$ cat src/design/rv64_decode_pkg.sv
// Shared types for the RV64IM decode stage
// Function order matters: operand classes are built from contiguous ranges
// F, D, A and Zicsr words are not decoded and give an empty function vector

package rv64_decode_pkg;

  localparam int XLEN_DEFAULT = 64;

  localparam int REG_IDX_W = 5;
  localparam int NUM_REGS  = 32;

  typedef logic [REG_IDX_W-1:0] reg_idx_t;
  typedef logic [NUM_REGS-1:0]  reg_mask_t;

  ////////////////////
  // Function index
  ////////////////////

  typedef enum int {
    LUI, AUIPC,                                     // U-format
    JAL,
    JALR,
    BEQ, BNE, BLT, BGE, BLTU, BGEU,                 // B-format
    // I-format run from LB up to FENCE
    LB, LH, LW, LBU, LHU, LWU, LD,
    ADDI, SLTI, SLTIU, XORI, ORI, ANDI, ADDIW,
    FENCE,
    SB, SH, SW, SD,                                 // S-format
    SLLI, SRLI, SRAI, SLLIW, SRLIW, SRAIW,          // Shift amount
    // R-format run from ADD up to REMUW
    ADD, SUB, SLL, SLT, SLTU, XOR, SRL, SRA, OR, AND,
    ADDW, SUBW, SLLW, SRLW, SRAW,
    MUL, MULH, MULHSU, MULHU, DIV, DIVU, REM, REMU,
    MULW, DIVW, DIVUW, REMW, REMUW,
    // No register operands
    FENCE_TSO, PAUSE, ECALL, EBREAK,
    MRET, WFI
  } func_e;

  localparam int NUM_FUNC = WFI + 1;

  typedef logic [NUM_FUNC-1:0] func_vec_t;  // One-hot, indexed by func_e

  ////////////////////
  // Instruction word views
  ////////////////////

  typedef struct packed {
    logic [6:0] funct7;
    reg_idx_t   rs2;
    reg_idx_t   rs1;
    logic [2:0] funct3;
    reg_idx_t   rd;
    logic [6:0] opcode;
  } r_fmt_t;

  typedef struct packed {
    logic [11:0] imm;
    reg_idx_t    rs1;
    logic [2:0]  funct3;
    reg_idx_t    rd;
    logic [6:0]  opcode;
  } i_fmt_t;

  typedef struct packed {
    logic [6:0] imm_hi;  // imm[11:5]
    reg_idx_t   rs2;
    reg_idx_t   rs1;
    logic [2:0] funct3;
    logic [4:0] imm_lo;  // imm[4:0]
    logic [6:0] opcode;
  } s_fmt_t;

  typedef struct packed {
    logic       imm_12;
    logic [5:0] imm_10_5;
    reg_idx_t   rs2;
    reg_idx_t   rs1;
    logic [2:0] funct3;
    logic [3:0] imm_4_1;
    logic       imm_11;
    logic [6:0] opcode;
  } b_fmt_t;

  typedef struct packed {
    logic [19:0] imm;
    reg_idx_t    rd;
    logic [6:0]  opcode;
  } u_fmt_t;

  typedef struct packed {
    logic       imm_20;
    logic [9:0] imm_10_1;
    logic       imm_11;
    logic [7:0] imm_19_12;
    reg_idx_t   rd;
    logic [6:0] opcode;
  } j_fmt_t;

  typedef union packed {
    r_fmt_t r_fmt;
    i_fmt_t i_fmt;
    s_fmt_t s_fmt;
    b_fmt_t b_fmt;
    u_fmt_t u_fmt;
    j_fmt_t j_fmt;
  } instr_u;

  // Decoded result without the XLEN-wide immediate and pc
  typedef struct packed {
    func_vec_t func;
    reg_idx_t  rd;
    reg_idx_t  rs1;
    reg_idx_t  rs2;
    logic      jump;
    reg_mask_t reg_req;
  } decoded_t;

endpackage
$ cat src/design/rv64_instr_decoder.sv
// RV64IM decode stage with one cycle of latency and no back-pressure
// A new word may enter every cycle; the consumer takes every valid_o

`timescale 1ns/1ps

module rv64_instr_decoder #(
  parameter int XLEN = rv64_decode_pkg::XLEN_DEFAULT
) (
  input  logic                      clk_i,
  input  logic                      reset_i,
  input  logic                      valid_i,
  input  logic [31:0]               code_i,
  input  logic [XLEN-1:0]           pc_i,
  output logic                      valid_o,
  output rv64_decode_pkg::decoded_t cmd_o,
  output logic [XLEN-1:0]           imm_o,
  output logic [XLEN-1:0]           pc_o
);

  rv64_decode_pkg::func_vec_t func;
  logic [XLEN-1:0]            imm_shamt;
  logic [XLEN-1:0]            imm_i;
  logic [XLEN-1:0]            imm_s;
  logic [XLEN-1:0]            imm_b;
  logic [XLEN-1:0]            imm_u;
  logic [XLEN-1:0]            imm_j;

  rv64_func_matcher u_matcher (
    .code_i(code_i),
    .func_o(func)
  );

  rv64_field_extractor #(
    .XLEN(XLEN)
  ) u_extractor (
    .code_i     (code_i),
    .imm_shamt_o(imm_shamt),
    .imm_i_o    (imm_i),
    .imm_s_o    (imm_s),
    .imm_b_o    (imm_b),
    .imm_u_o    (imm_u),
    .imm_j_o    (imm_j)
  );

  rv64_operand_select #(
    .XLEN(XLEN)
  ) u_select (
    .clk_i      (clk_i),
    .reset_i    (reset_i),
    .valid_i    (valid_i),
    .code_i     (code_i),
    .pc_i       (pc_i),
    .func_i     (func),
    .imm_shamt_i(imm_shamt),
    .imm_i_i    (imm_i),
    .imm_s_i    (imm_s),
    .imm_b_i    (imm_b),
    .imm_u_i    (imm_u),
    .imm_j_i    (imm_j),
    .valid_o    (valid_o),
    .cmd_o      (cmd_o),
    .imm_o      (imm_o),
    .pc_o       (pc_o)
  );

endmodule

$ cat src/design/rv64_operand_select.sv
// Operand and immediate selection by function class, one register stage
// Classes are ranges of func_e, so they follow the package enum order
// Output data is captured every clock, valid_o marks the useful cycles

`timescale 1ns/1ps

module rv64_operand_select #(
  parameter int XLEN = rv64_decode_pkg::XLEN_DEFAULT
) (
  input  logic                       clk_i,
  input  logic                       reset_i,
  input  logic                       valid_i,
  input  rv64_decode_pkg::instr_u    code_i,
  input  logic [XLEN-1:0]            pc_i,
  input  rv64_decode_pkg::func_vec_t func_i,
  input  logic [XLEN-1:0]            imm_shamt_i,
  input  logic [XLEN-1:0]            imm_i_i,
  input  logic [XLEN-1:0]            imm_s_i,
  input  logic [XLEN-1:0]            imm_b_i,
  input  logic [XLEN-1:0]            imm_u_i,
  input  logic [XLEN-1:0]            imm_j_i,
  output logic                       valid_o,
  output rv64_decode_pkg::decoded_t  cmd_o,
  output logic [XLEN-1:0]            imm_o,
  output logic [XLEN-1:0]            pc_o
);

  function automatic rv64_decode_pkg::func_vec_t span(input int lo, input int hi);
    rv64_decode_pkg::func_vec_t v;
    v = '0;
    for (int k = lo; k <= hi; k++) begin
      v[k] = 1'b1;
    end
    return v;
  endfunction

  ////////////////////
  // Class masks
  ////////////////////

  localparam rv64_decode_pkg::func_vec_t RD_MASK =
      span(rv64_decode_pkg::LUI, rv64_decode_pkg::JALR) |
      span(rv64_decode_pkg::LB, rv64_decode_pkg::FENCE) |
      span(rv64_decode_pkg::SLLI, rv64_decode_pkg::REMUW);
  localparam rv64_decode_pkg::func_vec_t RS1_MASK =
      span(rv64_decode_pkg::JALR, rv64_decode_pkg::REMUW);
  localparam rv64_decode_pkg::func_vec_t RS2_MASK =
      span(rv64_decode_pkg::BEQ, rv64_decode_pkg::BGEU) |
      span(rv64_decode_pkg::SB, rv64_decode_pkg::SD) |
      span(rv64_decode_pkg::ADD, rv64_decode_pkg::REMUW);
  localparam rv64_decode_pkg::func_vec_t SHAMT_MASK =
      span(rv64_decode_pkg::SLLI, rv64_decode_pkg::SRAIW);
  localparam rv64_decode_pkg::func_vec_t B_MASK =
      span(rv64_decode_pkg::BEQ, rv64_decode_pkg::BGEU);
  localparam rv64_decode_pkg::func_vec_t I_MASK =
      span(rv64_decode_pkg::JALR, rv64_decode_pkg::JALR) |
      span(rv64_decode_pkg::LB, rv64_decode_pkg::FENCE) |
      span(rv64_decode_pkg::FENCE_TSO, rv64_decode_pkg::EBREAK);
  localparam rv64_decode_pkg::func_vec_t J_MASK =
      span(rv64_decode_pkg::JAL, rv64_decode_pkg::JAL);
  localparam rv64_decode_pkg::func_vec_t S_MASK =
      span(rv64_decode_pkg::SB, rv64_decode_pkg::SD);
  localparam rv64_decode_pkg::func_vec_t U_MASK =
      span(rv64_decode_pkg::LUI, rv64_decode_pkg::AUIPC);
  localparam rv64_decode_pkg::func_vec_t JUMP_MASK =
      span(rv64_decode_pkg::JAL, rv64_decode_pkg::BGEU) |
      span(rv64_decode_pkg::MRET, rv64_decode_pkg::WFI);

  typedef struct packed {
    logic rd;
    logic rs1;
    logic rs2;
  } use_t;

  typedef struct packed {
    logic shamt;
    logic b;
    logic i;
    logic j;
    logic s;
    logic u;
  } fmt_t;

  use_t                      uses;
  fmt_t                      fmt;
  rv64_decode_pkg::decoded_t cmd_d;
  logic [XLEN-1:0]           imm_d;

  always_comb begin
    uses.rd   = |(func_i & RD_MASK);
    uses.rs1  = |(func_i & RS1_MASK);
    uses.rs2  = |(func_i & RS2_MASK);
    fmt.shamt = |(func_i & SHAMT_MASK);
    fmt.b     = |(func_i & B_MASK);
    fmt.i     = |(func_i & I_MASK);
    fmt.j     = |(func_i & J_MASK);
    fmt.s     = |(func_i & S_MASK);
    fmt.u     = |(func_i & U_MASK);
  end

  always_comb begin
    cmd_d.func = func_i;
    cmd_d.rd   = uses.rd  ? code_i.r_fmt.rd  : '0;
    cmd_d.rs1  = uses.rs1 ? code_i.r_fmt.rs1 : '0;
    cmd_d.rs2  = uses.rs2 ? code_i.r_fmt.rs2 : '0;
    cmd_d.jump = |(func_i & JUMP_MASK);
    // Unused operands read as x0, so bit 0 is set for them
    cmd_d.reg_req            = {rv64_decode_pkg::NUM_REGS{cmd_d.jump}};
    cmd_d.reg_req[cmd_d.rd]  = 1'b1;
    cmd_d.reg_req[cmd_d.rs1] = 1'b1;
    cmd_d.reg_req[cmd_d.rs2] = 1'b1;
  end

  // Format priority
  always_comb begin
    if (fmt.shamt) imm_d = imm_shamt_i;
    else if (fmt.b) imm_d = imm_b_i;
    else if (fmt.i) imm_d = imm_i_i;
    else if (fmt.j) imm_d = imm_j_i;
    else if (fmt.s) imm_d = imm_s_i;
    else if (fmt.u) imm_d = imm_u_i;
    else imm_d = '0;
  end

  ////////////////////
  // Output register
  ////////////////////

  always_ff @(posedge clk_i) begin
    if (reset_i) begin
      valid_o <= 1'b0;
      cmd_o   <= '0;
      imm_o   <= '0;
      pc_o    <= '0;
    end else begin
      valid_o <= valid_i;
      cmd_o   <= cmd_d;
      imm_o   <= imm_d;
      pc_o    <= pc_i;
    end
  end

endmodule

$ cat src/design/rv64_field_extractor.sv
// Candidate immediates of every format, all formed in parallel
// Shift amount is 6 bits wide for any XLEN; U immediate is not shifted

`timescale 1ns/1ps

module rv64_field_extractor #(
  parameter int XLEN = rv64_decode_pkg::XLEN_DEFAULT
) (
  input  rv64_decode_pkg::instr_u code_i,
  output logic [XLEN-1:0]         imm_shamt_o,
  output logic [XLEN-1:0]         imm_i_o,
  output logic [XLEN-1:0]         imm_s_o,
  output logic [XLEN-1:0]         imm_b_o,
  output logic [XLEN-1:0]         imm_u_o,
  output logic [XLEN-1:0]         imm_j_o
);

  logic sign;

  assign sign = code_i.i_fmt.imm[11];  // Word bit 31

  // Word bits 25:20
  assign imm_shamt_o = {{(XLEN-6){1'b0}}, code_i.i_fmt.imm[5:0]};

  assign imm_i_o = {{(XLEN-12){sign}}, code_i.i_fmt.imm};

  assign imm_s_o = {{(XLEN-12){sign}}, code_i.s_fmt.imm_hi, code_i.s_fmt.imm_lo};

  // Branch offsets are halfword aligned
  assign imm_b_o = {
    {(XLEN-13){sign}},
    code_i.b_fmt.imm_12,
    code_i.b_fmt.imm_11,
    code_i.b_fmt.imm_10_5,
    code_i.b_fmt.imm_4_1,
    1'b0
  };

  assign imm_u_o = {{(XLEN-20){1'b0}}, code_i.u_fmt.imm};  // Upper bits in [19:0]

  assign imm_j_o = {
    {(XLEN-21){sign}},
    code_i.j_fmt.imm_20,
    code_i.j_fmt.imm_19_12,
    code_i.j_fmt.imm_11,
    code_i.j_fmt.imm_10_1,
    1'b0
  };

endmodule

$ cat src/design/rv64_func_matcher.sv
// Mask and match of the word against the RV64I, M and privileged maps
// FENCE matches loosely, so FENCE_TSO and PAUSE also raise the FENCE bit
// Purely combinational

`timescale 1ns/1ps

module rv64_func_matcher (
  input  rv64_decode_pkg::instr_u    code_i,
  output rv64_decode_pkg::func_vec_t func_o
);

  typedef struct packed {
    logic [31:0] mask;
    logic [31:0] match;
  } pat_t;

  function automatic pat_t pattern(input rv64_decode_pkg::func_e f);
    pat_t p;
    case (f)
      rv64_decode_pkg::LUI:       p = '{32'h0000007F, 32'h00000037};
      rv64_decode_pkg::AUIPC:     p = '{32'h0000007F, 32'h00000017};
      rv64_decode_pkg::JAL:       p = '{32'h0000007F, 32'h0000006F};
      rv64_decode_pkg::JALR:      p = '{32'h0000707F, 32'h00000067};
      rv64_decode_pkg::BEQ:       p = '{32'h0000707F, 32'h00000063};
      rv64_decode_pkg::BNE:       p = '{32'h0000707F, 32'h00001063};
      rv64_decode_pkg::BLT:       p = '{32'h0000707F, 32'h00004063};
      rv64_decode_pkg::BGE:       p = '{32'h0000707F, 32'h00005063};
      rv64_decode_pkg::BLTU:      p = '{32'h0000707F, 32'h00006063};
      rv64_decode_pkg::BGEU:      p = '{32'h0000707F, 32'h00007063};
      rv64_decode_pkg::LB:        p = '{32'h0000707F, 32'h00000003};
      rv64_decode_pkg::LH:        p = '{32'h0000707F, 32'h00001003};
      rv64_decode_pkg::LW:        p = '{32'h0000707F, 32'h00002003};
      rv64_decode_pkg::LBU:       p = '{32'h0000707F, 32'h00004003};
      rv64_decode_pkg::LHU:       p = '{32'h0000707F, 32'h00005003};
      rv64_decode_pkg::LWU:       p = '{32'h0000707F, 32'h00006003};
      rv64_decode_pkg::LD:        p = '{32'h0000707F, 32'h00003003};
      rv64_decode_pkg::ADDI:      p = '{32'h0000707F, 32'h00000013};
      rv64_decode_pkg::SLTI:      p = '{32'h0000707F, 32'h00002013};
      rv64_decode_pkg::SLTIU:     p = '{32'h0000707F, 32'h00003013};
      rv64_decode_pkg::XORI:      p = '{32'h0000707F, 32'h00004013};
      rv64_decode_pkg::ORI:       p = '{32'h0000707F, 32'h00006013};
      rv64_decode_pkg::ANDI:      p = '{32'h0000707F, 32'h00007013};
      rv64_decode_pkg::ADDIW:     p = '{32'h0000707F, 32'h0000001B};
      rv64_decode_pkg::FENCE:     p = '{32'h0000707F, 32'h0000000F};
      rv64_decode_pkg::SB:        p = '{32'h0000707F, 32'h00000023};
      rv64_decode_pkg::SH:        p = '{32'h0000707F, 32'h00001023};
      rv64_decode_pkg::SW:        p = '{32'h0000707F, 32'h00002023};
      rv64_decode_pkg::SD:        p = '{32'h0000707F, 32'h00003023};
      // 64-bit shifts leave bit 25 to the shift amount
      rv64_decode_pkg::SLLI:      p = '{32'hFC00707F, 32'h00001013};
      rv64_decode_pkg::SRLI:      p = '{32'hFC00707F, 32'h00005013};
      rv64_decode_pkg::SRAI:      p = '{32'hFC00707F, 32'h40005013};
      rv64_decode_pkg::SLLIW:     p = '{32'hFE00707F, 32'h0000101B};
      rv64_decode_pkg::SRLIW:     p = '{32'hFE00707F, 32'h0000501B};
      rv64_decode_pkg::SRAIW:     p = '{32'hFE00707F, 32'h4000501B};
      rv64_decode_pkg::ADD:       p = '{32'hFE00707F, 32'h00000033};
      rv64_decode_pkg::SUB:       p = '{32'hFE00707F, 32'h40000033};
      rv64_decode_pkg::SLL:       p = '{32'hFE00707F, 32'h00001033};
      rv64_decode_pkg::SLT:       p = '{32'hFE00707F, 32'h00002033};
      rv64_decode_pkg::SLTU:      p = '{32'hFE00707F, 32'h00003033};
      rv64_decode_pkg::XOR:       p = '{32'hFE00707F, 32'h00004033};
      rv64_decode_pkg::SRL:       p = '{32'hFE00707F, 32'h00005033};
      rv64_decode_pkg::SRA:       p = '{32'hFE00707F, 32'h40005033};
      rv64_decode_pkg::OR:        p = '{32'hFE00707F, 32'h00006033};
      rv64_decode_pkg::AND:       p = '{32'hFE00707F, 32'h00007033};
      rv64_decode_pkg::ADDW:      p = '{32'hFE00707F, 32'h0000003B};
      rv64_decode_pkg::SUBW:      p = '{32'hFE00707F, 32'h4000003B};
      rv64_decode_pkg::SLLW:      p = '{32'hFE00707F, 32'h0000103B};
      rv64_decode_pkg::SRLW:      p = '{32'hFE00707F, 32'h0000503B};
      rv64_decode_pkg::SRAW:      p = '{32'hFE00707F, 32'h4000503B};
      // M extension
      rv64_decode_pkg::MUL:       p = '{32'hFE00707F, 32'h02000033};
      rv64_decode_pkg::MULH:      p = '{32'hFE00707F, 32'h02001033};
      rv64_decode_pkg::MULHSU:    p = '{32'hFE00707F, 32'h02002033};
      rv64_decode_pkg::MULHU:     p = '{32'hFE00707F, 32'h02003033};
      rv64_decode_pkg::DIV:       p = '{32'hFE00707F, 32'h02004033};
      rv64_decode_pkg::DIVU:      p = '{32'hFE00707F, 32'h02005033};
      rv64_decode_pkg::REM:       p = '{32'hFE00707F, 32'h02006033};
      rv64_decode_pkg::REMU:      p = '{32'hFE00707F, 32'h02007033};
      rv64_decode_pkg::MULW:      p = '{32'hFE00707F, 32'h0200003B};
      rv64_decode_pkg::DIVW:      p = '{32'hFE00707F, 32'h0200403B};
      rv64_decode_pkg::DIVUW:     p = '{32'hFE00707F, 32'h0200503B};
      rv64_decode_pkg::REMW:      p = '{32'hFE00707F, 32'h0200603B};
      rv64_decode_pkg::REMUW:     p = '{32'hFE00707F, 32'h0200703B};
      // Full-word encodings
      rv64_decode_pkg::FENCE_TSO: p = '{32'hFFFFFFFF, 32'h8330000F};
      rv64_decode_pkg::PAUSE:     p = '{32'hFFFFFFFF, 32'h0100000F};
      rv64_decode_pkg::ECALL:     p = '{32'hFFFFFFFF, 32'h00000073};
      rv64_decode_pkg::EBREAK:    p = '{32'hFFFFFFFF, 32'h00100073};
      rv64_decode_pkg::MRET:      p = '{32'hFFFFFFFF, 32'h30200073};
      rv64_decode_pkg::WFI:       p = '{32'hFFFFFFFF, 32'h10500073};
      default:                    p = '{mask: '0, match: '1};  // Never matches
    endcase
    return p;
  endfunction

  ////////////////////
  // One comparator per function
  ////////////////////

  for (genvar f = 0; f < rv64_decode_pkg::NUM_FUNC; f++) begin : g_match
    localparam pat_t P = pattern(rv64_decode_pkg::func_e'(f));
    assign func_o[f] = ((code_i & P.mask) == P.match);
  end

endmodule

$ cat config.mk
export PLATFORM = sky130hd
export DESIGN_NAME = rv64_instr_decoder
export DESIGN_NICKNAME = d
export VERILOG_FILES = /design/src/design/rv64_decode_pkg.sv /design/src/design/rv64_instr_decoder.sv /design/src/design/rv64_operand_select.sv /design/src/design/rv64_field_extractor.sv /design/src/design/rv64_func_matcher.sv
export SDC_FILE = /design/constraint.sdc
export NUM_CORES = 1
export LEC_CHECK = 0
export BUFFER_PORTS_ARGS = -buffer_cell sky130_fd_sc_hd__buf_4
export CORE_AREA = 2 2 139 141
export DETAILED_ROUTE_END_ITERATION = 16
export DIE_AREA = 0 0 141 143
export PLACE_DENSITY_LB_ADDON = 0.12
export SYNTH_ARGS = -nofsm -noshare
export SYNTH_HDL_FRONTEND = slang
export SYNTH_SLANG_ARGS = --single-unit
$ cat constraint.sdc
create_clock -name clk_i -period 2.5 [get_ports clk_i]
set_clock_uncertainty 0.2 [all_clocks]
set_input_delay 0.25 -clock clk_i [delete_from_list [all_inputs] [get_ports clk_i]]
set_output_delay 0.25 -clock clk_i [all_outputs]
set_load 0.01 [all_outputs]
Word-level counts from Yosys, hierarchy flattened

Cells that the tools add are included.

Register bits after elaboration: 246
Bits in latches: 0
Bits in writable memories: 0
ROM bits: 0
Bits of input ports: 99
Output and inout bits: 246
Logic and storage cells: 116
Memories: 0

Add/sub/neg operators: 0
Multiply operators: 0
Divide/modulo/power cells: 0
Magnitude comparators: 6
Equality and inequality tests: 69
Shift operators: 0
Multiplexer cells: 15
Bitwise logic cells: 3
Reduce and logical (&&, ||, !) cells: 13

Operators by type and width:

| kind                                                              | number |
|---|---|
| 64-bit 2-to-1 mux                                                 | 4 |
| 17-bit by 11-bit == test with 1-bit output, second input constant | 13 |
| 17-bit by 10-bit == test with 1-bit output, second input constant | 6 |
| 10-bit == test, second input constant                             | 10 |
| 32-bit bitwise OR                                                 | 3 |
| 17-bit by 16-bit == test with 1-bit output, second input constant | 5 |
| 10-bit by 9-bit == test with 1-bit output, second input constant  | 6 |
| 60-bit OR reduction                                               | 1 |
| 53-bit OR reduction                                               | 1 |
| 17-bit by 8-bit == test with 1-bit output, second input constant  | 3 |
| 38-bit OR reduction                                               | 1 |
| 17-bit by 6-bit == test with 1-bit output, second input constant  | 2 |
| 17-bit by 9-bit == test with 1-bit output, second input constant  | 2 |
| 32-bit by 21-bit == test with 1-bit output, second input constant | 1 |
| 32-bit by 25-bit == test with 1-bit output, second input constant | 1 |
| 32-bit by 29-bit == test with 1-bit output, second input constant | 1 |
| 32-bit by 30-bit == test with 1-bit output, second input constant | 1 |
| 32-bit == test, second input constant                             | 1 |
| 32-bit by 7-bit == test with 1-bit output, second input constant  | 1 |
| 10-bit by 8-bit == test with 1-bit output, second input constant  | 3 |
| 10-bit by 5-bit == test with 1-bit output, second input constant  | 2 |
| 10-bit by 7-bit == test with 1-bit output, second input constant  | 2 |
| 20-bit 2-to-1 mux                                                 | 1 |
| 20-bit OR reduction                                               | 1 |
| other kinds (21)                                                  | 34 |

Logic depth before layout (Yosys ltp)

Gate-level depths: netlist (run 1).

Word-level depth: 10
Mapped depth: 10
Depth with buffers taken out: 7

By module

From an unflattened synthesis (run 1), not the netlist that was laid out.

Cell total of the unflattened synthesis: 1520
Area total of the unflattened synthesis: 13465.4 µm²

Modules (own cells, without submodules):

| module               | instances | cells an instance | area an instance (µm²) | sequential area each (µm²) |
|---|---|---|---|---|
| rv64_operand_select  | 1         | 981               | 9733.1                 | 4924.7 |
| rv64_field_extractor | 1         | 385               | 2886.5                 | 0.0 |
| rv64_func_matcher    | 1         | 154               | 845.8                  | 0.0 |

Least setup slack after synthesis (run 1)

No wires, ideal clock.

Kind: input -> register
Start: input port code_i[5]
End: register, netlist name u_select.cmd_o[8]
Arrival time: 2.298 ns
Slack: -0.067 ns
Cell stages on the path: 8
Buffers on the path: 1
Path through: buf_4 or3b_4 or4_4 o32ai_4 nor2_4 a311oi_4 a221oi_1 o21ai_1

Word-level cells in the longest chain between the ends: 10
Elaborated cells on any way between the ends: 90
Classes of those cells: order compare: 6; eq/ne: 65; mux: 9; bitwise: 3; reduce/logical: 7

Ends and longest elaborated chain:

| what                                                                                                                                  | line                       | text |
|---|---|---|
| start, declared                                                                                                                       | rv64_instr_decoder.sv:12   | `input logic [31:0] code_i,` |
| 17-bit by 8-bit == test with 1-bit output (tied with other cells)                                                                     | rv64_func_matcher.sv:103   | `assign func_o[f] = ((code_i & P.mask) == P.match);` |
| 53-bit OR reduction                                                                                                                   | rv64_operand_select.sv:90  | `uses.rd = \|(func_i & RD_MASK);` |
| 5-bit 2-to-1 mux                                                                                                                      | rv64_operand_select.sv:103 | `cmd_d.rd = uses.rd ? code_i.r_fmt.rd : '0;` |
| 5-bit by 6-bit < comparator with 1-bit output (implied by the code) or 5-bit by 1-bit >= comparator with 1-bit output (tied branches) | rv64_operand_select.sv:109 | `cmd_d.reg_req[cmd_d.rd] = 1'b1;` |
| 1-bit logical AND (implied by the code)                                                                                               | rv64_operand_select.sv:109 |  |
| 1-bit 2-to-1 mux (implied by the code)                                                                                                | rv64_operand_select.sv:109 |  |
| 1-bit demux with 5-bit select                                                                                                         | --                         |  |
| 32-bit bitwise OR (no line) (2 in series)                                                                                             | --                         |  |
| 32-bit bitwise OR (no line) *                                                                                                         | --                         |  |

Mark *: on every way between the ends. The rest lies on a longest branch, timed or not.
A chain may end at the register's enable or synchronous reset.

Worst setup path in the final report (run 1)

Start: input port code_i[6]
End: register, netlist name u_select.cmd_o[82]

Word-level cells in the longest chain between the ends: 1

Ends and longest elaborated chain:

| what                                       | line |
|---|---|
| 17-bit by 16-bit == test with 1-bit output | rv64_func_matcher.sv:103 |

No other way between the ends.

==> results of run 1 <==
-- worst min-delay path: stages --
cell     delay (ns)
buf_4          0.12
nand3_1        0.12
buf_4          0.14
nor4_1         0.04
-- registers in the layout, indices dropped and copies added, names as in the netlist --
| signal | count |
|---|---|
| u_select.pc_o | 64 |
| u_select.valid_o | 1 |
| u_select.imm_o | 21 |
| u_select.cmd_o | 117 |
-- final timing paths --
check	startpoint	end	slack, ns	depth (start not counted)
setup / recovery	code_i[6]	u_select.cmd_o[82]	0.06	7
hold / removal	code_i[1]	u_select.cmd_o[72]	0.02	4
-- cell type report --
class / count / area (um^2) / share of cell area (%)
timing repair buffer: 577 / 4620 / 35.9
sequential: 203 / 4060 / 31.6
multi-input combinational: 502 / 3070 / 23.8
clock buffer: 29 / 628 / 4.88
inverter: 7 / 26.3 / 0.204
clock inverter: 10 / 175 / 1.36
tap: 234 / 293 / 2.27
-- metrics by stage --
stage / instance area, um^2 / utilization (%) / std cells
2_1_floorplan: 7730 / - / 817
3_3_place_gp: 11000 / 59.4 / 1422
3_5_place_dp: 11000 / 59.4 / 1422
4_1_cts: 12800 / 69.1 / 1560
5_1_grt: 12900 / 69.3 / 1562
6_report: 12900 / 69.3 / 1562
-- timing repair --
item	CTS	global route
endpoints found under the hold margin	112	0
buffers inserted	0	2
setup endpoints to repair	0	24
hold buffers	99	0
resized for setup	0	5
-- Yosys cell counts (13+ instances only) --
| cell type | count | share of area (%) |
|---|---|---|
| a21oi_1 | 37 | 2.4 |
| a22oi_1 | 17 | 1.7 |
| a31oi_1 | 25 | 2.0 |
| buf_2 | 13 | 0.84 |
| buf_4 | 46 | 4.5 |
| clkbuf_1 | 41 | 2.0 |
| dfxtp_1 | 203 | 53 |
| nand2_1 | 48 | 2.3 |
| nand3_1 | 25 | 1.6 |
| nand4_1 | 18 | 1.5 |
| nor2_1 | 71 | 3.5 |
| nor2b_1 | 74 | 6.0 |
| nor3_1 | 34 | 2.2 |
| nor4_1 | 14 | 1.1 |
-- metal layers --
metal | wire (um) | track usage [%] | vias up
met5 | 0 | 0 | -
li1 | - | - | 3806
met4 | 1060 | 10.3 | 0
met3 | 2190 | 5.10 | 71
met1 | 12200 | 34.8 | 3690
met2 | 13700 | 46.0 | 408
-- cells by family after synthesis --
group / after synthesis / synth area share [%]
AND/OR/NAND/NOR: 361 / 25.8
AO/OA/AOI/OAI: 139 / 13.4
buffers and inverters: 112 / 7.89
XOR/XNOR: 2 / 0.227
flip-flops: 203 / 52.7
-- where the power goes --
group          switching, W  total [W]  internal [W]  leakage (nW)
clock               0.00130    0.00357       0.00228         0.399
combinational      0.000399   0.000839      0.000440          3.67
sequential        0.0000193    0.00332       0.00330          1.65
total               0.00171    0.00773       0.00602          5.72
==> flow_metrics.env, run 1 <==
export IMPL_outcome="finished, final reports clean"
export IMPL_grt_pass1_vias=7650
export IMPL_worst_slack_ns=0.0580
export IMPL_core_area_mm2=0.0186
export IMPL_max_freq_ghz=0.410
export IMPL_first_pass_iters=6
export IMPL_finalCritPeriodShare_pct=97.7
export IMPL_cts_max_level=1
export IMPL_die_x_um=141
export IMPL_place_congestion=0.949
export IMPL_ys_types=59
export IMPL_path_buf_inv=4
export IMPL_port_buffers=344
export IMPL_synth_edff_count=0
export IMPL_crit_chain="buf_4, or3b_4, or4_4, buf_4, dlygate4sd3_1, nor3_1, dlygate4sd3_1"
export IMPL_grt_use_total_pct=27.2
export IMPL_ys_warn_count=0
export IMPL_crit_type="input port to flip-flop"
export IMPL_cts_tree="yes"
export IMPL_syn_area_mm2=0.00772
export IMPL_hold_class="input port to flip-flop"
export IMPL_worst_slew_pin_transition_ns=0.780
export IMPL_dieArea_mm2=0.0202
export IMPL_worst_path_max_delay_cell="dlygate4sd3_1"
export IMPL_vias=7975
export IMPL_drt_iter0_markers=400
export IMPL_synth_nets=916
export IMPL_hpwlAfterDp_um=20300
export IMPL_p_leak_nw=5.72
export IMPL_antenna_found_initial=0
export IMPL_synth_flop_cell="dfxtp_1"
export IMPL_num_rows=50
export IMPL_hold_viol_final=0
export IMPL_synth_avg_cell_area_um2=9.45
export IMPL_overflow=0
export IMPL_period_minus_slack_ns=2.44
export IMPL_num_io_pins=345
export IMPL_ys_ff_latch=203
export IMPL_nNetsFinal=1412
export IMPL_drv_slew=0
export IMPL_cellPowerDensity_mw_per_mm2=601
export IMPL_setup_viol=0
export IMPL_ir_drop_mv=0.426
export IMPL_dp_slack_ns=-0.427
export IMPL_synth_async_reset_ratio_pct=0
export IMPL_drive_above_1_share_pct=41.0
export IMPL_cp_start_kind="input port"
export IMPL_final_cell_mix="474 x buf_4, 203 x dfxtp_1, 99 x dlygate4sd3_1"
export IMPL_totalWireLength_um=29100
export IMPL_fp_dieH_um=143
export IMPL_grt_pass1_wl_um=43100
export IMPL_rsz0062_at_grt="yes"
export IMPL_end_kind="flip-flop"
export IMPL_seq_area_frac_synth_pct=52.7
export IMPL_cp_max_fo=3
export IMPL_via_per_inst=5.11
export IMPL_whs_ns=0.0193
export IMPL_drc_errors=0
export IMPL_cts_root_buf="clkbuf_16"
export IMPL_clk_pin_slew_ns=0.06
export IMPL_clock_sinks=203
export IMPL_critPathRequiredTime_ns=2.74
export IMPL_start_util_pct=41.5
export IMPL_area_growth_pct=66.8
export IMPL_max_slew_margin_pct=47.8
export IMPL_grt_max_degree=55
export IMPL_syn_instance_count=817
export IMPL_fin_tns_setup_ns=0
export IMPL_cts_buffers_inserted=22
export IMPL_ant_nets=0
export IMPL_maxCapViolCount=0
export IMPL_clock_path_buffers=3
export IMPL_fill_cells=1364
export IMPL_layout_commonest_cell="buf_4"
export IMPL_critical_path_max_stage_delay_ns=0.59
export IMPL_crit_family="buffers and inverters"
export IMPL_p_total_w=0.00773
export IMPL_n_antenna_cell=0
export IMPL_wl_per_cell_um=18.6
export IMPL_arrival_ns=2.69
Power figures use the tool's default switching activity.
==> inputs of run 2 (changes only) <==
Settings changed: CORE_AREA 2 2 139 141 to 4 4 141 143, DIE_AREA 0 0 141 143 to 0 0 145 147.
==> run 2 against run 1 <==
Compared with the run above:
- global-route usage down 0.87 points
- combinational power grew 0.7%
- critical path depth rose by 2
- setup slack better by 0.042 ns
- die area up 5.7%
- via count fell by 0.73%
- sequential power is essentially flat
- critical path type unchanged
- largest power group unchanged
==> flow_metrics.env, run 2 (synthesis results as in run 1) <==
export IMPL_cts_max_level=1
export IMPL_reg_top3="u_select.cmd_o x117, u_select.pc_o x64, u_select.imm_o x21"
export IMPL_via_per_inst=5.06
export IMPL_fin_tns_setup_ns=0
export IMPL_p_total_w=0.00755
export IMPL_drive_above_1_share_pct=41.6
export IMPL_antenna_found_initial=0
export IMPL_outcome="finished, final reports clean"
export IMPL_max_freq_ghz=0.417
export IMPL_cp_max_fo=8
export IMPL_clock_path_buffers=3
export IMPL_max_slew_margin_pct=50.1
export IMPL_core_area_mm2=0.0186
export IMPL_clk_pin_slew_ns=0.06
export IMPL_grt_max_degree=53
export IMPL_finalCritPeriodShare_pct=96.0
export IMPL_cts_buffers_inserted=22
export IMPL_start_util_pct=41.5
export IMPL_vias=7917
export IMPL_grt_pass1_vias=8001
export IMPL_maxCapViolCount=0
export IMPL_ir_drop_mv=0.450
export IMPL_dieArea_mm2=0.0213
export IMPL_arrival_ns=2.63
export IMPL_cp_start_kind="input port"
export IMPL_drv_slew=0
export IMPL_p_leak_nw=5.77
export IMPL_holdPathStages=4
export IMPL_grt_pass1_wl_um=45700
export IMPL_hold_class="input port to flip-flop"
export IMPL_grt_use_total_pct=26.4
export IMPL_critPathRequiredTime_ns=2.72
export IMPL_final_cell_mix="480 x buf_4, 203 x dfxtp_1, 96 x dlygate4sd3_1"
export IMPL_period_minus_slack_ns=2.40
export IMPL_totalWireLength_um=29500
export IMPL_ant_nets=0
export IMPL_place_congestion=0.952
export IMPL_worst_slack_ns=0.0996
export IMPL_wl_per_cell_um=18.9
export IMPL_num_io_pins=345
export IMPL_layout_commonest_cell="buf_4"
export IMPL_finalInstanceArea_mm2=0.0129
export IMPL_hold_viol_final=0
export IMPL_drc_errors=0
export IMPL_num_rows=50
export IMPL_top_register="u_select.cmd_o"
export IMPL_placed_area_mm2=0.0111
export IMPL_hpwlAfterDp_um=21200
export IMPL_crit_type="input port to flip-flop"
export IMPL_whs_ns=0.0111
export IMPL_overflow=0
export IMPL_first_pass_iters=5
export IMPL_nNetsFinal=1416
export IMPL_die_x_um=145
export IMPL_drt_iter0_markers=509
export IMPL_area_growth_pct=67.3
export IMPL_cts_tree="yes"
export IMPL_n_antenna_cell=0
export IMPL_setup_viol=0
export IMPL_fp_dieH_um=147
export IMPL_worst_slew_pin_transition_ns=0.746
export IMPL_cts_root_buf="clkbuf_16"
export IMPL_end_kind="flip-flop"
export IMPL_cellPowerDensity_mw_per_mm2=584
export IMPL_clock_sinks=203
export IMPL_port_buffers=344
export IMPL_dp_slack_ns=-0.235
export IMPL_largest_register_ffs=117
run 2: path summary, 6_finish.rpt:
kind,to,start,slack [ns]
setup / recovery,u_select.cmd_o[25],code_i[31],0.1
hold / removal,u_select.cmd_o[48],code_i[4],0.01
run 2: final cells by class:
type | count | area, um^2
fillers | 1430 | 5670
repair buffers | 581 | 4650
flip-flops and latches | 203 | 4060
multi-input cells | 502 | 3110
clock buffers | 31 | 644
well taps | 234 | 293
clock inverters | 8 | 129
inverters | 7 | 26.3
run 2: per-stage QoR:
stage	util, %	instances
5_1_grt	69.5	1566
4_1_cts	69.0	1563
2_1_floorplan	-	817
3_5_place_dp	59.7	1428
3_3_place_gp	59.7	1428
6_report	69.5	1566
run 2: worst max-delay path: stages:
cell	delay, ns
buf_4	0.11
dlygate4sd3_1	0.56
or4_4	0.45
o32ai_4	0.33
nor2_4	0.13
a311oi_4	0.32
buf_6	0.18
a21oi_1	0.07
a31oi_1	0.22
run 2: power by group:
part / leakage [nW] / total (W) / internal, W / switching, W
combinational: 3.73 / 0.000845 / 0.000445 / 0.000399
sequential: 1.65 / 0.00332 / 0.00330 / 0.0000202
clock: 0.379 / 0.00338 / 0.00211 / 0.00127
total: 5.77 / 0.00755 / 0.00585 / 0.00169
run 2: repair_timing:
action | CTS | global route
endpoints found under the setup margin | 0 | 41
setup buffers | 0 | 3
gates resized for setup | 0 | 12
hold buffers | 96 | 1
hold endpoints to repair | 116 | 4
run 2: routing by layer:
layer / wire (um) / GRT usage [%] / up-vias
met1: 12200 / 33.4 / 3656
met2: 14000 / 44.3 / 403
met5: 0 / 0 / -
met3: 2420 / 6.54 / 59
met4: 903 / 8.74 / 0
li1: - / - / 3799
==> inputs of run 3 (changes only) <==
Settings changed: ABC_CLOCK_PERIOD_IN_PS set to 1900.
Clock period 2.5 ns to 1.9 ns, I/O delays scaled along.
==> run 3 against run 2 <==
Compared with the run above:
- critical path type unchanged
- via count up 7.2%
- the flow now finishes with violations (setup timing)
- setup slack worse by 0.35 ns
- highest routed layer unchanged
- largest power group unchanged
- routed wire length up 11%
- critical endpoint is now u_select.cmd_o[2]
==> flow_metrics.env, run 3 (synthesis results as in run 1) <==
export IMPL_hpwlAfterDp_um=22300
export IMPL_clk_pin_slew_ns=0.06
export IMPL_rsz0062_at_grt="yes"
export IMPL_period_minus_slack_ns=2.15
export IMPL_layout_commonest_cell="buf_4"
export IMPL_core_area_mm2=0.0186
export IMPL_n_antenna_cell=0
export IMPL_outcome="finished, violations left"
export IMPL_num_rows=50
export IMPL_die_x_um=145
export IMPL_top_register="u_select.cmd_o"
export IMPL_largest_register_ffs=117
export IMPL_cts_tree="yes"
export IMPL_p_leak_nw=6.19
export IMPL_antenna_found_initial=0
export IMPL_critPathLaunch="code_i[27]"
export IMPL_worst_path_max_delay_cell="a311oi_4"
export IMPL_holdPathStages=4
export IMPL_cp_common_cell="buf_4"
export IMPL_dpl_cell_count=1444
export IMPL_violations="setup timing"
export IMPL_crit_type="input port to flip-flop"
export IMPL_cellPowerDensity_mw_per_mm2=719
export IMPL_drt_iter0_markers=651
export IMPL_cts_buffers_inserted=22
export IMPL_grt_use_total_pct=29.0
export IMPL_cts_root_buf="clkbuf_16"
export IMPL_drc_errors=0
export IMPL_nNetsFinal=1480
export IMPL_critPathCapture="u_select.cmd_o[2]"
export IMPL_max_freq_ghz=0.466
export IMPL_clock_sinks=203
export IMPL_maxCapViolCount=0
export IMPL_vias=8485
export IMPL_crit_family="buffers and inverters"
export IMPL_whs_ns=0.00687
export IMPL_ir_drop_mv=0.616
export IMPL_setup_viol=64
export IMPL_ant_nets=0
export IMPL_totalWireLength_um=32800
export IMPL_clock_path_buffers=3
export IMPL_grt_pass1_vias=8454
export IMPL_reg_top3="u_select.cmd_o x117, u_select.pc_o x64, u_select.imm_o x21"
export IMPL_dieArea_mm2=0.0213
export IMPL_crit_chain="buf_4, nor4_4, buf_12, buf_12, nand2_4, nor3_4, buf_6, a311oi_4, buf_4, a311oi_4, buf_4, a21oi_1, o211ai_1"
export IMPL_fin_cells=1631
export IMPL_cp_start_kind="input port"
export IMPL_grt_pass1_wl_um=49800
export IMPL_critPathRequiredTime_ns=2.13
export IMPL_port_buffers=344
export IMPL_overflow=0
export IMPL_grt_max_degree=51
export IMPL_hold_viol_final=0
export IMPL_path_buf_inv=6
export IMPL_cp_num_cells=13
export IMPL_p_total_w=0.0100
export IMPL_via_per_inst=5.20
export IMPL_worst_slew_pin_transition_ns=0.579
export IMPL_max_slew_margin_pct=61.4
export IMPL_worst_slack_ns=-0.247
export IMPL_wl_per_cell_um=20.1
export IMPL_num_io_pins=345
export IMPL_cp_max_fo=7
export IMPL_drv_slew=0
export IMPL_area_growth_pct=80.6
export IMPL_drive_above_1_share_pct=46.2
export IMPL_start_util_pct=41.5
export IMPL_fp_dieH_um=147
export IMPL_critical_path_max_stage_delay_ns=0.34
export IMPL_finalCritPeriodShare_pct=113
export IMPL_end_kind="flip-flop"
export IMPL_utilization_pct=75.0
export IMPL_hold_class="input port to flip-flop"
export IMPL_cts_max_level=1
export IMPL_first_pass_iters=7
export IMPL_arrival_ns=2.38
export IMPL_place_congestion=0.926
export IMPL_final_cell_mix="490 x buf_4, 203 x dfxtp_1, 114 x dlygate4sd3_1"
-- run 3: worst min path at each step --
stage                                endpoint        from  slack (ns)
after global placement      u_select.pc_o[21]    pc_i[21]        0.20
after CTS                   u_select.imm_o[7]  code_i[19]       0.002
final                      u_select.cmd_o[57]  code_i[12]       0.007
after global routing       u_select.cmd_o[53]  code_i[12]        0.02
after floorplan           u_select.cmd_o[112]  code_i[25]        0.06
after detailed placement    u_select.pc_o[28]    pc_i[28]        0.21
-- run 3: final cells by class --
type | count | area (um^2)
multi-input cells | 502 | 3440
inverters | 7 | 26.3
fillers | 1261 | 4640
repair buffers | 645 | 5360
clock inverters | 9 | 106
well taps | 234 | 293
flip-flops and latches | 203 | 4060
clock buffers | 31 | 656
-- run 3: where the power goes --
group          switching, W  total [W]  internal (W)
sequential        0.0000262    0.00437       0.00434
combinational      0.000577    0.00123      0.000651
clock               0.00174    0.00442       0.00269
total               0.00234     0.0100       0.00768
-- run 3: per-layer routing --
metal | track usage [%] | up-vias | share of wire [%]
li1 | - | 3953 | -
met1 | 35.9 | 3961 | 39
met2 | 48.3 | 486 | 47
met3 | 8.76 | 85 | 9.9
met4 | 10.2 | 0 | 3.9
met5 | 0 | - | 0
-- run 3: what timing repair did --
item	4_1_cts	5_1_grt
setup endpoints to repair	67	68
hold buffers	113	1
cloned	1	3
endpoints found under the hold margin	137	1
buffers inserted	19	15
resized for setup	48	51
pin swaps	29	27
-- run 3: per-stage QoR --
stage	cell area, um^2	worst slack, ns	setup TNS, ns
after floorplan	7940	-0.574	-23.49
after global routing	13900	-0.342	-11.65
final	13900	-0.247	-9.10
after detailed placement	11300	-0.774	-46.06
after global placement	11300	-0.735	-45.07
after CTS	13600	-0.180	-5.15
